`config.mk`:
```
export PLATFORM = sky130hd
export DESIGN_NAME = pipe_stage_reg
export DESIGN_NICKNAME = d
export VERILOG_FILES = /design/src/hdl/pipe_stage_reg.sv
export SDC_FILE = /design/constraint.sdc
export NUM_CORES = 1
export LEC_CHECK = 0
export ABC_AREA = 1
export BUFFER_PORTS_ARGS = -buffer_cell sky130_fd_sc_hd__buf_2
export CAP_MARGIN = 20
export CORE_MARGIN = 10
export CORE_UTILIZATION = 42
export CTS_BUF_LIST = sky130_fd_sc_hd__clkbuf_4
export DETAILED_ROUTE_END_ITERATION = 10
export PLACE_DENSITY_LB_ADDON = 0.2
export SLEW_MARGIN = 20
export SYNTH_ARGS = -nofsm -noshare
export SYNTH_HDL_FRONTEND = slang
export SYNTH_SLANG_ARGS = --single-unit
```
`constraint.sdc`:
```
create_clock -name i_clk -period 0.8 [get_ports i_clk]
set_input_delay 0.08 -clock i_clk [delete_from_list [all_inputs] [get_ports i_clk]]
set_output_delay 0.08 -clock i_clk [all_outputs]
set_load 0.01 [all_outputs]
```
`src/hdl/pipe_stage_reg.sv`:
```
`timescale 1ns/10ps

module pipe_stage_reg
#(
    parameter type payload_t = logic [31:0]
)
(
    input  logic     i_clk,
    input  logic     i_rst_n,
    input  logic     i_flush,
    input  payload_t i_data,
    output payload_t o_data
);

    // Squashed stage becomes a bubble with all controls low
    always_ff @(posedge i_clk)
    begin
        if (!i_rst_n || i_flush)
        begin
            o_data <= '0;
        end
        else
        begin
            o_data <= i_data;
        end
    end

    // Hazard unit stays quiet until reset is released
    assert property (@(posedge i_clk) !i_rst_n |-> !i_flush)
        else $error("flush raised during reset");

endmodule

```
==> run metrics <==
outcome=complete, but fails checks; failing checks=negative setup slack; Worst Path Buf+Inv=1; Async SR Flop Fraction=0%; Vias=just over 900; P_leak=1.03 nW; Top Metal Used=met3; Starting Density=between 40 and 50%; share of the synthesized area in the top cell type=between 60% and 70%; maxcap violations=0; number of flip-flops in the largest register=32; PD cells=between 1500 and 2000 mW/mm²; TritonRoute pass-1 iters=3; wl on met1=slightly below 1 mm; warnings from Yosys=0; worst-path cell chain=buf_2; Placed Cells=between 150 and 200; dominant cell type by area after synthesis=dfxtp_1; antenna violations before repair=0; Max IR drop VDD=around 1.5 mV; clk sinks=32; Register Area=approximately 660 µm²; Syn Std Cell Area=about 1000 µm²; relative slew slack=92.2%; Fillers=126; final setup fails=32; Levels on crit path=1; Die ar.=0.00473 mm²; # IOs=67; Yosys cell types=6; first-pass GRT wire length=between 4 and 5 mm; final setup TNS=-1.21 ns; Seq/Total Area, Yosys=between 60% and 70%; Slew @ Worst Pin=0.117 ns; RSZ-0062 raised after global routing=true; die height=just under 70 µm; layout cell share with drive strength beyond 1=just over 60%; Post-DP HPWL=roughly 2.0 mm; DR iter-0 viols=16; combinational power share=between 10 and 15%; Synth Flop Type=dfxtp_1; largest delay contributor family on the critical path=flip-flops; top fanout value on the critical path=1; # rows=17; sequential power share=~50%; postcts setup bufs=0; metal2 WL=1.68 mm; CTS Root Cell=clkbuf_4; Antenna Cells=0; Synth Register Bits=32; CORE AREA=about 0.0022 mm²; vias in the first global route=949; f_max=~1200 MHz; Num CTS Buffers=5; placed cell areas=roughly 0.0014 mm²; Critical path origin=o_data[6]; Psw=between 700 and 800 µW; CP Capture Point=o_data[6]; period utilisation layout=107%; WL final=between 3 and 4 mm; largest net degree at the start of global routing=18; CP required=0.72 ns; Critical Path Sink Type=output port; clk slew on worst S/H paths=about 0.1 ns; Gate Count Post-Synth=roughly 100; post-route ant nets=0; Final WS setup=-0.0540 ns; startpoint types=register; via-per-instance ratio=3.91; htree depth=2; Final Max Slew Viols=0; # DRC=0; GR Overflow Total=0; top cells by area, synth=dfxtp_1 (64%), nor2_2 (19%), inv_1 (12%); Crit Path Class=register to output port; clock tree from TritonCTS=done; top-count cell post-synth=inv_1; multi-input logic area=between 200 and 250 µm²; Post-synth EDFFs=0; WL met3=480 µm; Mapped Nets=around 140; Final Hold Vio Count=0; path type of the worst min-delay path=input port to register; Period minus WS final=~0.85 ns; Die W=between 60 and 70 µm; GRT Total Usage=a little over an eighth; Final GP Congestion=between 0.7 and 0.8; synthesized area per cell=roughly 10 µm²; drt wl/cell=between 10 and 15 µm; largest reg by FF count=o_data; count of input and output buffers=between 60 and 70; P&R area growth vs syn=91.5%; peak per-stage delay on the critical path=~0.32 ns; CTS Buffer Depth=2; Design Area, Final=approximately 0.0019 mm²; final net count=240; Synth top cells by count=inv_1 (33), dfxtp_1 (32), nor2_2 (30); Finished Layout Cells=between 200 and 250; clock share of power=roughly 36%; Internal=2.65 mW; Max stage delay cell, worst path=dfxtp_1; Critical Path AT=0.77 ns; sw frac=a little over a fifth; Top Registers=o_data: 32 flops
cells by family (layout without fill, tap and decap cells):
| kind of cell | Yosys count | count (layout) | synth area share, % |
|---|---|---|---|
| buf+inv | 36 | 141 | 15.8 |
| simple gates | 33 | 33 | 20.2 |
| flops | 32 | 32 | 64.1 |
per-layer routing:
layer | track usage, % | vias to the layer above
met5 | 0 | -
met3 | 9.66 | 0
met4 | 3.69 | 0
li1 | - | 476
met1 | 10.8 | 393
met2 | 24.1 | 45
worst min-delay path by stage:
stage               slack [ns]         end  depth (start not counted)  startpoint
floorplan                 0.19  o_data[28]                          2  i_data[28]
global placement          0.30  o_data[31]                          3  i_data[31]
detailed placement        0.30  o_data[28]                          3  i_data[28]
CTS                       0.19  o_data[26]                          4     i_rst_n
global route              0.18  o_data[23]                          4     i_rst_n
finish                    0.19  o_data[18]                          4     i_rst_n
layout make-up:
cell class              instances  area share [%]
repair buffers                100            42.3
flip-flops and latches         32            34.7
multi-input cells              33            10.5
inverters                      33            6.47
clock buffers                   6            2.35
clock inverters                 2            1.83
well taps                      28            1.83
stage by stage:
stage / power (mW) / setup slack [ns] / hold slack (ns) / util (%)
CTS: 3.35 / -0.0759 / 0.185 / 80.0
floorplan: 1.87 / 0.284 / 0.192 / -
global route: 3.54 / -0.103 / 0.184 / 85.7
global placement: 2.03 / 0.162 / 0.299 / 61.4
detailed placement: 2.04 / 0.131 / 0.300 / 61.4
finish: 3.38 / -0.0540 / 0.192 / 85.7
power by group through the flow:
stage | logic (mW) | clock network (mW) | registers (mW)
detailed placement | 0.329 | 0 | 1.71
floorplan | 0.123 | 0 | 1.74
global route | 0.540 | 1.31 | 1.69
global placement | 0.323 | 0 | 1.70
CTS | 0.453 | 1.22 | 1.67
finish | 0.497 | 1.20 | 1.69
layout by cell type, fill, tap and decap left out, drive strengths merged:
| cell | count |
|---|---|
| buf | 68 |
| bufinv | 1 |
| clkbuf | 6 |
| clkinv | 1 |
| dfxtp | 32 |
| dlygate4sd3 | 32 |
| inv | 33 |
| nand2 | 1 |
| nor2 | 32 |
timing repair:
item / CTS / global route
endpoints found under the setup margin: 32 / 32
hold buffers: 32 / 0
gates resized for setup: 4 / 35
hold endpoints to repair: 32 / 0
Note: power is estimated with default switching activity, not from simulation.
