File: config.mk
export PLATFORM = sky130hd
export DESIGN_NAME = writeback_format
export DESIGN_NICKNAME = d
export VERILOG_FILES = /design/src/hdl/mips_mem_pkg.sv /design/src/hdl/writeback_format.sv
export VERILOG_INCLUDE_DIRS = /design/src /design/src/hdl
export SDC_FILE = /design/constraint.sdc
export NUM_CORES = 1
export LEC_CHECK = 0
export BUFFER_PORTS_ARGS = -buffer_cell sky130_fd_sc_hd__buf_2
export CAP_MARGIN = 20
export CORE_UTILIZATION = 37
export DETAILED_ROUTE_END_ITERATION = 8
export GPL_TIMING_DRIVEN = 0
export PLACE_DENSITY = 0.85
export SYNTH_ARGS = -nofsm -noshare
export SYNTH_HDL_FRONTEND = slang
export SYNTH_SLANG_ARGS = --single-unit
File: constraint.sdc
create_clock -name vclk -period 1.8
set_clock_uncertainty 0.05 [all_clocks]
set_input_delay 0.27 -clock vclk [all_inputs]
set_output_delay 0.27 -clock vclk [all_outputs]
set_load 0.05 [all_outputs]
File: src/hdl/mips_mem_params.svh
`ifndef MIPS_MEM_PARAMS_SVH
`define MIPS_MEM_PARAMS_SVH

// Data path and address width
`define MIPS_NBITS 32

// Register index width
`define MIPS_REGS 5

// Data memory depth, log2 of the word count
`define MIPS_MEM_WORDS_LOG2 8

`endif

File: src/hdl/mips_mem_pkg.sv
`include "mips_mem_params.svh"

package mips_mem_pkg;

    // Shared by store and load filters
    typedef enum logic [1:0] {
        SIZE_BYTE = 2'b00,
        SIZE_HALF = 2'b01,
        SIZE_WORD = 2'b10
    } access_size_t;

    typedef struct packed {
        logic [`MIPS_NBITS-1:0] pc8;
        logic [`MIPS_NBITS-1:0] pc_branch;
        logic                   zero;
        logic [`MIPS_NBITS-1:0] alu;
        logic [`MIPS_NBITS-1:0] rt_data;
        logic [`MIPS_REGS-1:0]  dest_reg;
        logic [`MIPS_NBITS-1:0] imm_ext;
        // Memory stage controls
        logic                   branch;
        logic                   nbranch;
        logic                   mem_write;
        logic                   mem_read;
        access_size_t           store_size;
        // Write-back controls
        logic                   jal;
        logic                   mem_to_reg;
        logic                   reg_write;
        access_size_t           load_size;
        logic                   zero_extend;
        logic                   lui;
    } ex_mem_t;

    typedef struct packed {
        logic [`MIPS_NBITS-1:0] rdata;
        logic [`MIPS_NBITS-1:0] alu;
        logic [`MIPS_NBITS-1:0] pc8;
        logic [`MIPS_NBITS-1:0] imm_ext;
        logic [1:0]             byte_off;
        logic [`MIPS_REGS-1:0]  dest_reg;
        logic                   jal;
        logic                   mem_to_reg;
        logic                   reg_write;
        access_size_t           load_size;
        logic                   zero_extend;
        logic                   lui;
    } mem_wb_t;

endpackage

File: src/hdl/writeback_format.sv
`timescale 1ns/10ps
`include "mips_mem_params.svh"

module writeback_format
(
    input  mips_mem_pkg::mem_wb_t  i_mem_wb,
    output logic                   o_wb_en,
    output logic [`MIPS_REGS-1:0]  o_wb_reg,
    output logic [`MIPS_NBITS-1:0] o_wb_data
);

    logic [7:0]             byte_lane;
    logic [15:0]            half_lane;
    logic [`MIPS_NBITS-1:0] load_val;

    // Pick the addressed lane out of the read word
    always_comb
    begin
        case (i_mem_wb.byte_off)
            2'd0:    byte_lane = i_mem_wb.rdata[7:0];
            2'd1:    byte_lane = i_mem_wb.rdata[15:8];
            2'd2:    byte_lane = i_mem_wb.rdata[23:16];
            default: byte_lane = i_mem_wb.rdata[31:24];
        endcase
        half_lane = i_mem_wb.byte_off[1] ? i_mem_wb.rdata[31:16] : i_mem_wb.rdata[15:0];
    end

    // Sign or zero extension of sub-word loads
    always_comb
    begin
        case (i_mem_wb.load_size)
            mips_mem_pkg::SIZE_BYTE:
            begin
                if (i_mem_wb.zero_extend)
                    load_val = {24'b0, byte_lane};
                else
                    load_val = {{24{byte_lane[7]}}, byte_lane};
            end
            mips_mem_pkg::SIZE_HALF:
            begin
                if (i_mem_wb.zero_extend)
                    load_val = {16'b0, half_lane};
                else
                    load_val = {{16{half_lane[15]}}, half_lane};
            end
            default:
            begin
                load_val = i_mem_wb.rdata;
            end
        endcase
    end

    // jal beats lui beats load beats ALU
    always_comb
    begin
        if (i_mem_wb.jal)
            o_wb_data = i_mem_wb.pc8;
        else if (i_mem_wb.lui)
            o_wb_data = {i_mem_wb.imm_ext[15:0], 16'b0};
        else if (i_mem_wb.mem_to_reg)
            o_wb_data = load_val;
        else
            o_wb_data = i_mem_wb.alu;
    end

    assign o_wb_en  = i_mem_wb.reg_write;
    assign o_wb_reg = i_mem_wb.dest_reg;

endmodule

==> results.md, run 1 <==
* Status: complete, but fails checks
* Failing checks: negative setup slack
* Placed cells at 468
* Initial Util at 0.385
* Max VDD drop at 0.175 mV
* MaxCap Viol Count at 0
* Design area at 0.00347 sq mm
* Gr ovfl total at 0
* Syn_nets at 403
* Crit-path cells: clkbuf_4 -> nor2b_4 -> clkbuf_16 -> a22oi_1 -> nand4_1 -> a2bb2oi_1 -> buf_4
* Final Instance Count excl. Fillers at 490
* Post-route clock period utilization at 1.01
* Slowest CP cell: nor2b_4
* Fin util at 0.797
* Hold Path Sink: o_wb_reg[0]
* Maximum clock frequency at 551 MHz
* Arr. time, crit path at 1.50 ns
* Hpwl dp at 6160 um
* Slew Viols, Final at 0
* Residual DRC at 0
* Vias in the first global route at 2748
* Gr usage total at 0.336
* Most frequent cell after synthesis: nand2_1
* RSZ-0062 raised after global routing: true
* Slew HR at 0.741
* Largest net degree at the start of global routing at 11
* Die area at 0.00480 sq mm
* Core area at 0.00435 sq mm
* # port buffers at 155
* CP Launch Type: input pin
* Dpl ws at -0.448 ns
* Share of layout cells above drive strength 1 at 0.623
* Fin worst setup slack at -0.0152 ns
* Area Overhead vs Synth at 107%
* 1st-pass router iterations at 5
* Critical path required time at 1.48 ns
* First-pass GRT wire length at 13400 um
* Largest cells by area after synthesis: a22oi_1, nand2_1, a2bb2oi_2, o21ai_0, nand4_1
* Post-Syn Instances at 261
* Cell row count at 24
* Actual slew at the worst max-slew pin at 0.385 ns
* Yosys Warn Count at 0
* HP Class: input pin to primary output
* Seq cells at 0
* Nets at 582
* Critical path's top delay family: buffers and inverters
* ANT cells at 0
* Reg area at 0 sq um
* Fill cell count at 280
* Netlist cell types at 40
* DP Area at 0.00267 sq mm
* Seq/Total Area, Yosys at 0
* Critical path type: input pin to primary output
* Pleak at 0.00155 uW
* CLK BUF at 0
* Vias per cell at 6.23
* Max stage delay on crit path at 0.23 ns
* Setup crit end kind: primary output
* DR iter-0 viols at 289
* Critical path peak fanout at 7
* GR peak layer: met2
* Share of the synthesized area in the top cell type at 0.103
* Most frequent cells after synthesis: nand2_1, o21ai_0, a22oi_1
* Multi-input logic area at 0.00192 sq mm
* Hold depth at 2
* Final setup fails at 4
* Die height at 69.3 um
* PD cells at 367 mW/mm^2
* Syn Std Cell Area at 0.00168 sq mm
* Final wirelength at 9630 um
* GR met1 Demand/Resource at 0.413
* Initial antenna violation count at 0
* Final Power at 1270 uW
* Hold wc startpoint: i_mem_wb[7]
* Die X-Extent at 69.3 um
* Vias at 3054
* CP bufs+invs at 3
* Met2 Use GR at 0.652
* Syn avg cell area at 6.42 sq um
* Gpl congestion at 0.889
* Met3 GRT Util at 0.0189
* Crit path time final at 1.82 ns
* # IOs at 180
* Hold Vio Cnt, Final at 0
* Drt wl/cell at 19.7 um
* Dominant cell type by area after synthesis: a22oi_1
* Routed Antenna Nets at 0
placed cells by master (no fill, tap or decap), types with 2 or more instances in the layout:
master / Yosys / layout
a211o_1: 6 / 6
nor2b_4: 0 / 2
nand2b_1: 7 / 7
clkbuf_2: 0 / 8
a31o_2: 6 / 6
a2bb2oi_2: 9 / 5
buf_4: 8 / 33
a21oi_1: 18 / 17
and3b_1: 3 / 2
a31oi_4: 0 / 8
o21ai_0: 27 / 23
o31ai_1: 7 / 6
a22oi_1: 23 / 10
o21ai_1: 0 / 3
nand4_1: 15 / 15
clkbuf_4: 0 / 3
nor3b_1: 7 / 6
and2b_1: 3 / 3
a211oi_2: 0 / 6
buf_8: 0 / 6
a22oi_2: 0 / 13
buf_12: 1 / 4
nor2_1: 4 / 2
a2bb2oi_4: 0 / 9
inv_1: 2 / 2
clkbuf_1: 13 / 2
buf_2: 10 / 122
nand2_1: 38 / 38
buf_6: 1 / 32
nor2b_1: 6 / 5
o21a_1: 9 / 8
a31oi_1: 10 / 2
layer usage:
layer	up-vias	part of all wire
met5	-	0
met4	0	0.033
met3	38	0.086
met2	223	0.52
met1	1422	0.36
li1	1371	-
how the worst max path moves through the flow:
stage / cells after the start / from / endpoint / slack (ns)
3_3_place_gp: 6 / i_mem_wb[12] / o_wb_data[10] / -0.45
4_1_cts: 9 / i_mem_wb[13] / o_wb_data[27] / -0.18
5_1_grt: 7 / i_mem_wb[3] / o_wb_data[20] / -0.05
3_5_place_dp: 6 / i_mem_wb[13] / o_wb_data[8] / -0.45
6_report: 7 / i_mem_wb[6] / o_wb_data[20] / -0.02
2_1_floorplan: 6 / i_mem_wb[6] / o_wb_data[20] / -0.37
what timing repair did:
action / in CTS / in global routing
buffers inserted: 10 / 14
resized for setup: 98 / 80
hold buffers: 0 / 0
endpoints found under the setup margin: 32 / 32
pin swaps: 11 / 31
cloned: 1 / 2
cell families after synthesis:
kind of cell    share of synthesized area
mux                                0.0127
compound gates                      0.575
buf+inv                             0.120
simple gates                        0.292
cell type report:
cell class | instances | area share
Tap cell | 52 | 0.0187
Timing Repair Buffer | 179 | 0.359
Buffer | 32 | 0.0681
Inverter | 2 | 0.00216
Multi-Input combinational cell | 225 | 0.552
power breakdown:
part | switching [uW] | internal (uW)
Combinational | 730 | 542
Sequential | 0 | 0
Clock | 0 | 0
through the flow:
stage	TNS, ns	hold slack [ns]
after floorplan	-3.64	0.657
after global placement	-9.47	0.791
after detailed placement	-9.39	0.792
after CTS	-2.30	0.792
after global routing	-0.596	0.795
final	-0.0276	0.792
No activity file was read; power rests on OpenSTA's default activity.
==> run 2: changes to the inputs <==
==> constraint.sdc (replaced) <==
create_clock -name vclk -period 1.8
set_clock_uncertainty 0.05 [all_clocks]
set_input_delay 0.09 -clock vclk [all_inputs]
set_output_delay 0.09 -clock vclk [all_outputs]
set_load 0.01 [all_outputs]
==> results.md, run 2 (synthesis gave the netlist of run 1 again) <==
* Hpwl dp at 6060 um (-1.6%)
* # IOs at 180 (unchanged)
* Slowest CP cell: mux2_2
* Routed Antenna Nets at 0 (unchanged)
* DP Area at 0.00252 sq mm (-5.8%)
* Residual DRC at 0 (unchanged)
* Area Overhead vs Synth at 50.3%
* Status: complete, no violations
* 1st-pass router iterations at 4 (-1)
* Multi-input logic area at 0.00148 sq mm (-23%)
* PD cells at 266 mW/mm^2 (-27%)
* Final wirelength at 7290 um (-24%)
* Drt wl/cell at 15.6 um (-21%)
* Hold-fix buffers, CTS at 0 (unchanged)
* DR iter-0 viols at 194 (-33%)
* Die area at 0.00480 sq mm (unchanged)
* Most prevalent standard cell on the critical path: buf_2
* Final setup fails at 0 (-4)
* Initial antenna violation count at 0 (unchanged)
* Die X-Extent at 69.3 um (unchanged)
* Setup crit end kind: primary output
* HP Class: input pin to primary output
* RSZ-0062 raised after global routing: false
* Initial Util at 0.385 (unchanged)
* Gpl congestion at 0.926 (+4.1%)
* # port buffers at 155 (unchanged)
* Max stage delay on crit path at 0.36 ns (+0.13 ns)
* Die height at 69.3 um (unchanged)
* Max VDD drop at 0.124 mV (-29%)
* Fill cell count at 463 (+65%)
* Setup_tns at 0 ns (+0.0276 ns)
* Slew Viols, Final at 0 (unchanged)
* Slew HR at 0.529 (-0.211)
* Post-route clock period utilization at 0.891 (-0.118)
* Critical path peak fanout at 10 (+3)
* Reg area at 0 sq um (unchanged)
* Critical path type: input pin to primary output
* Crit path time final at 1.60 ns (-0.212 ns)
* CLK BUF at 0 (unchanged)
* Vias per cell at 5.63 (-9.6%)
* Gr ovfl total at 0 (unchanged)
* First-pass GRT wire length at 11500 um (-14%)
* Dpl ws at 0.147 ns (+0.596 ns)
* CP bufs+invs at 3 (unchanged)
* Most frequent cells in the layout: buf_2, nand2_1, o21ai_0
* Vias at 2637 (-14%)
* Design area at 0.00252 sq mm (-27%)
* Fin worst setup slack at 0.197 ns (+0.212 ns)
* Arr. time, crit path at 1.46 ns (-0.04 ns)
* Share of layout cells above drive strength 1 at 0.469 (-0.155)
* Actual slew at the worst max-slew pin at 0.701 ns (+0.316 ns)
* Core area at 0.00435 sq mm (unchanged)
* Largest net degree at the start of global routing at 11 (unchanged)
* ANT cells at 0 (unchanged)
* Vias in the first global route at 2455 (-11%)
* Hold Vio Cnt, Final at 0 (unchanged)
* Crit-path cells: buf_2 -> mux2_2 -> nand3_2 -> buf_2 -> nand4_1 -> a2bb2oi_2 -> buf_2
* Pleak at 0.00124 uW (-20%)
* CP Launch Type: input pin
* Critical path required time at 1.66 ns (+0.18 ns)
* Maximum clock frequency at 624 MHz (+13%)
* Cell row count at 24 (unchanged)
* Seq cells at 0 (unchanged)
* MaxCap Viol Count at 0 (unchanged)
* Critical path's top delay family: buffers and inverters
* Min Hold Slack at 0.313 ns (-0.479 ns)
* Commonest non-fill, non-tap cell in the layout: buf_2
* Nets at 560 (-3.8%)
* Gr usage total at 0.286 (-0.0500)
==> run 2: cell count changes in the layout (fill, tap and decap cells not counted), sizes merged <==
cell / previous run / this run
buf: 197 / 176
clkbuf: 14 / 13
==> run 2: through the flow <==
step / utilization / power [uW] / std cells
after global routing: 0.578 / 731 / 468
after detailed placement: 0.578 / 661 / 468
after floorplan: - / 371 / 261
final: 0.578 / 671 / 468
after global placement: 0.578 / 653 / 468
after CTS: 0.578 / 665 / 468
==> run 2: power by group <==
part	internal, uW	leakage (uW)	switching [uW]
sequential	0	0	0
combinational	319	0.00124	352
clock	0	0	0
total	319	0.00124	352
==> run 2: cell type report <==
class / instances / area share
repair buffers: 155 / 0.308
well taps: 52 / 0.0258
inverters: 2 / 0.00298
multi-input cells: 225 / 0.586
plain buffers: 34 / 0.0770
==> run 2: routing by layer <==
metal / part of all wire / GRT usage / wire (um)
met1: 0.44 / 0.377 / 3210
met4: 0.016 / 0.0544 / 119
met3: 0.065 / 0.0320 / 475
met2: 0.48 / 0.501 / 3490
met5: 0 / 0 / 0
==> run 2: repair_timing <==
item / in CTS / in global routing
buffers inserted: 0 / 0
endpoints found under the setup margin: 0 / 2
gates resized for setup: 0 / 1
==> run 2: path summary, 6_finish.rpt <==
check / slack [ns] / start / depth (start not counted) / end
hold / removal: 0.31 / i_mem_wb[10] / 2 / o_wb_reg[3]
setup / recovery: 0.20 / i_mem_wb[13] / 7 / o_wb_data[22]
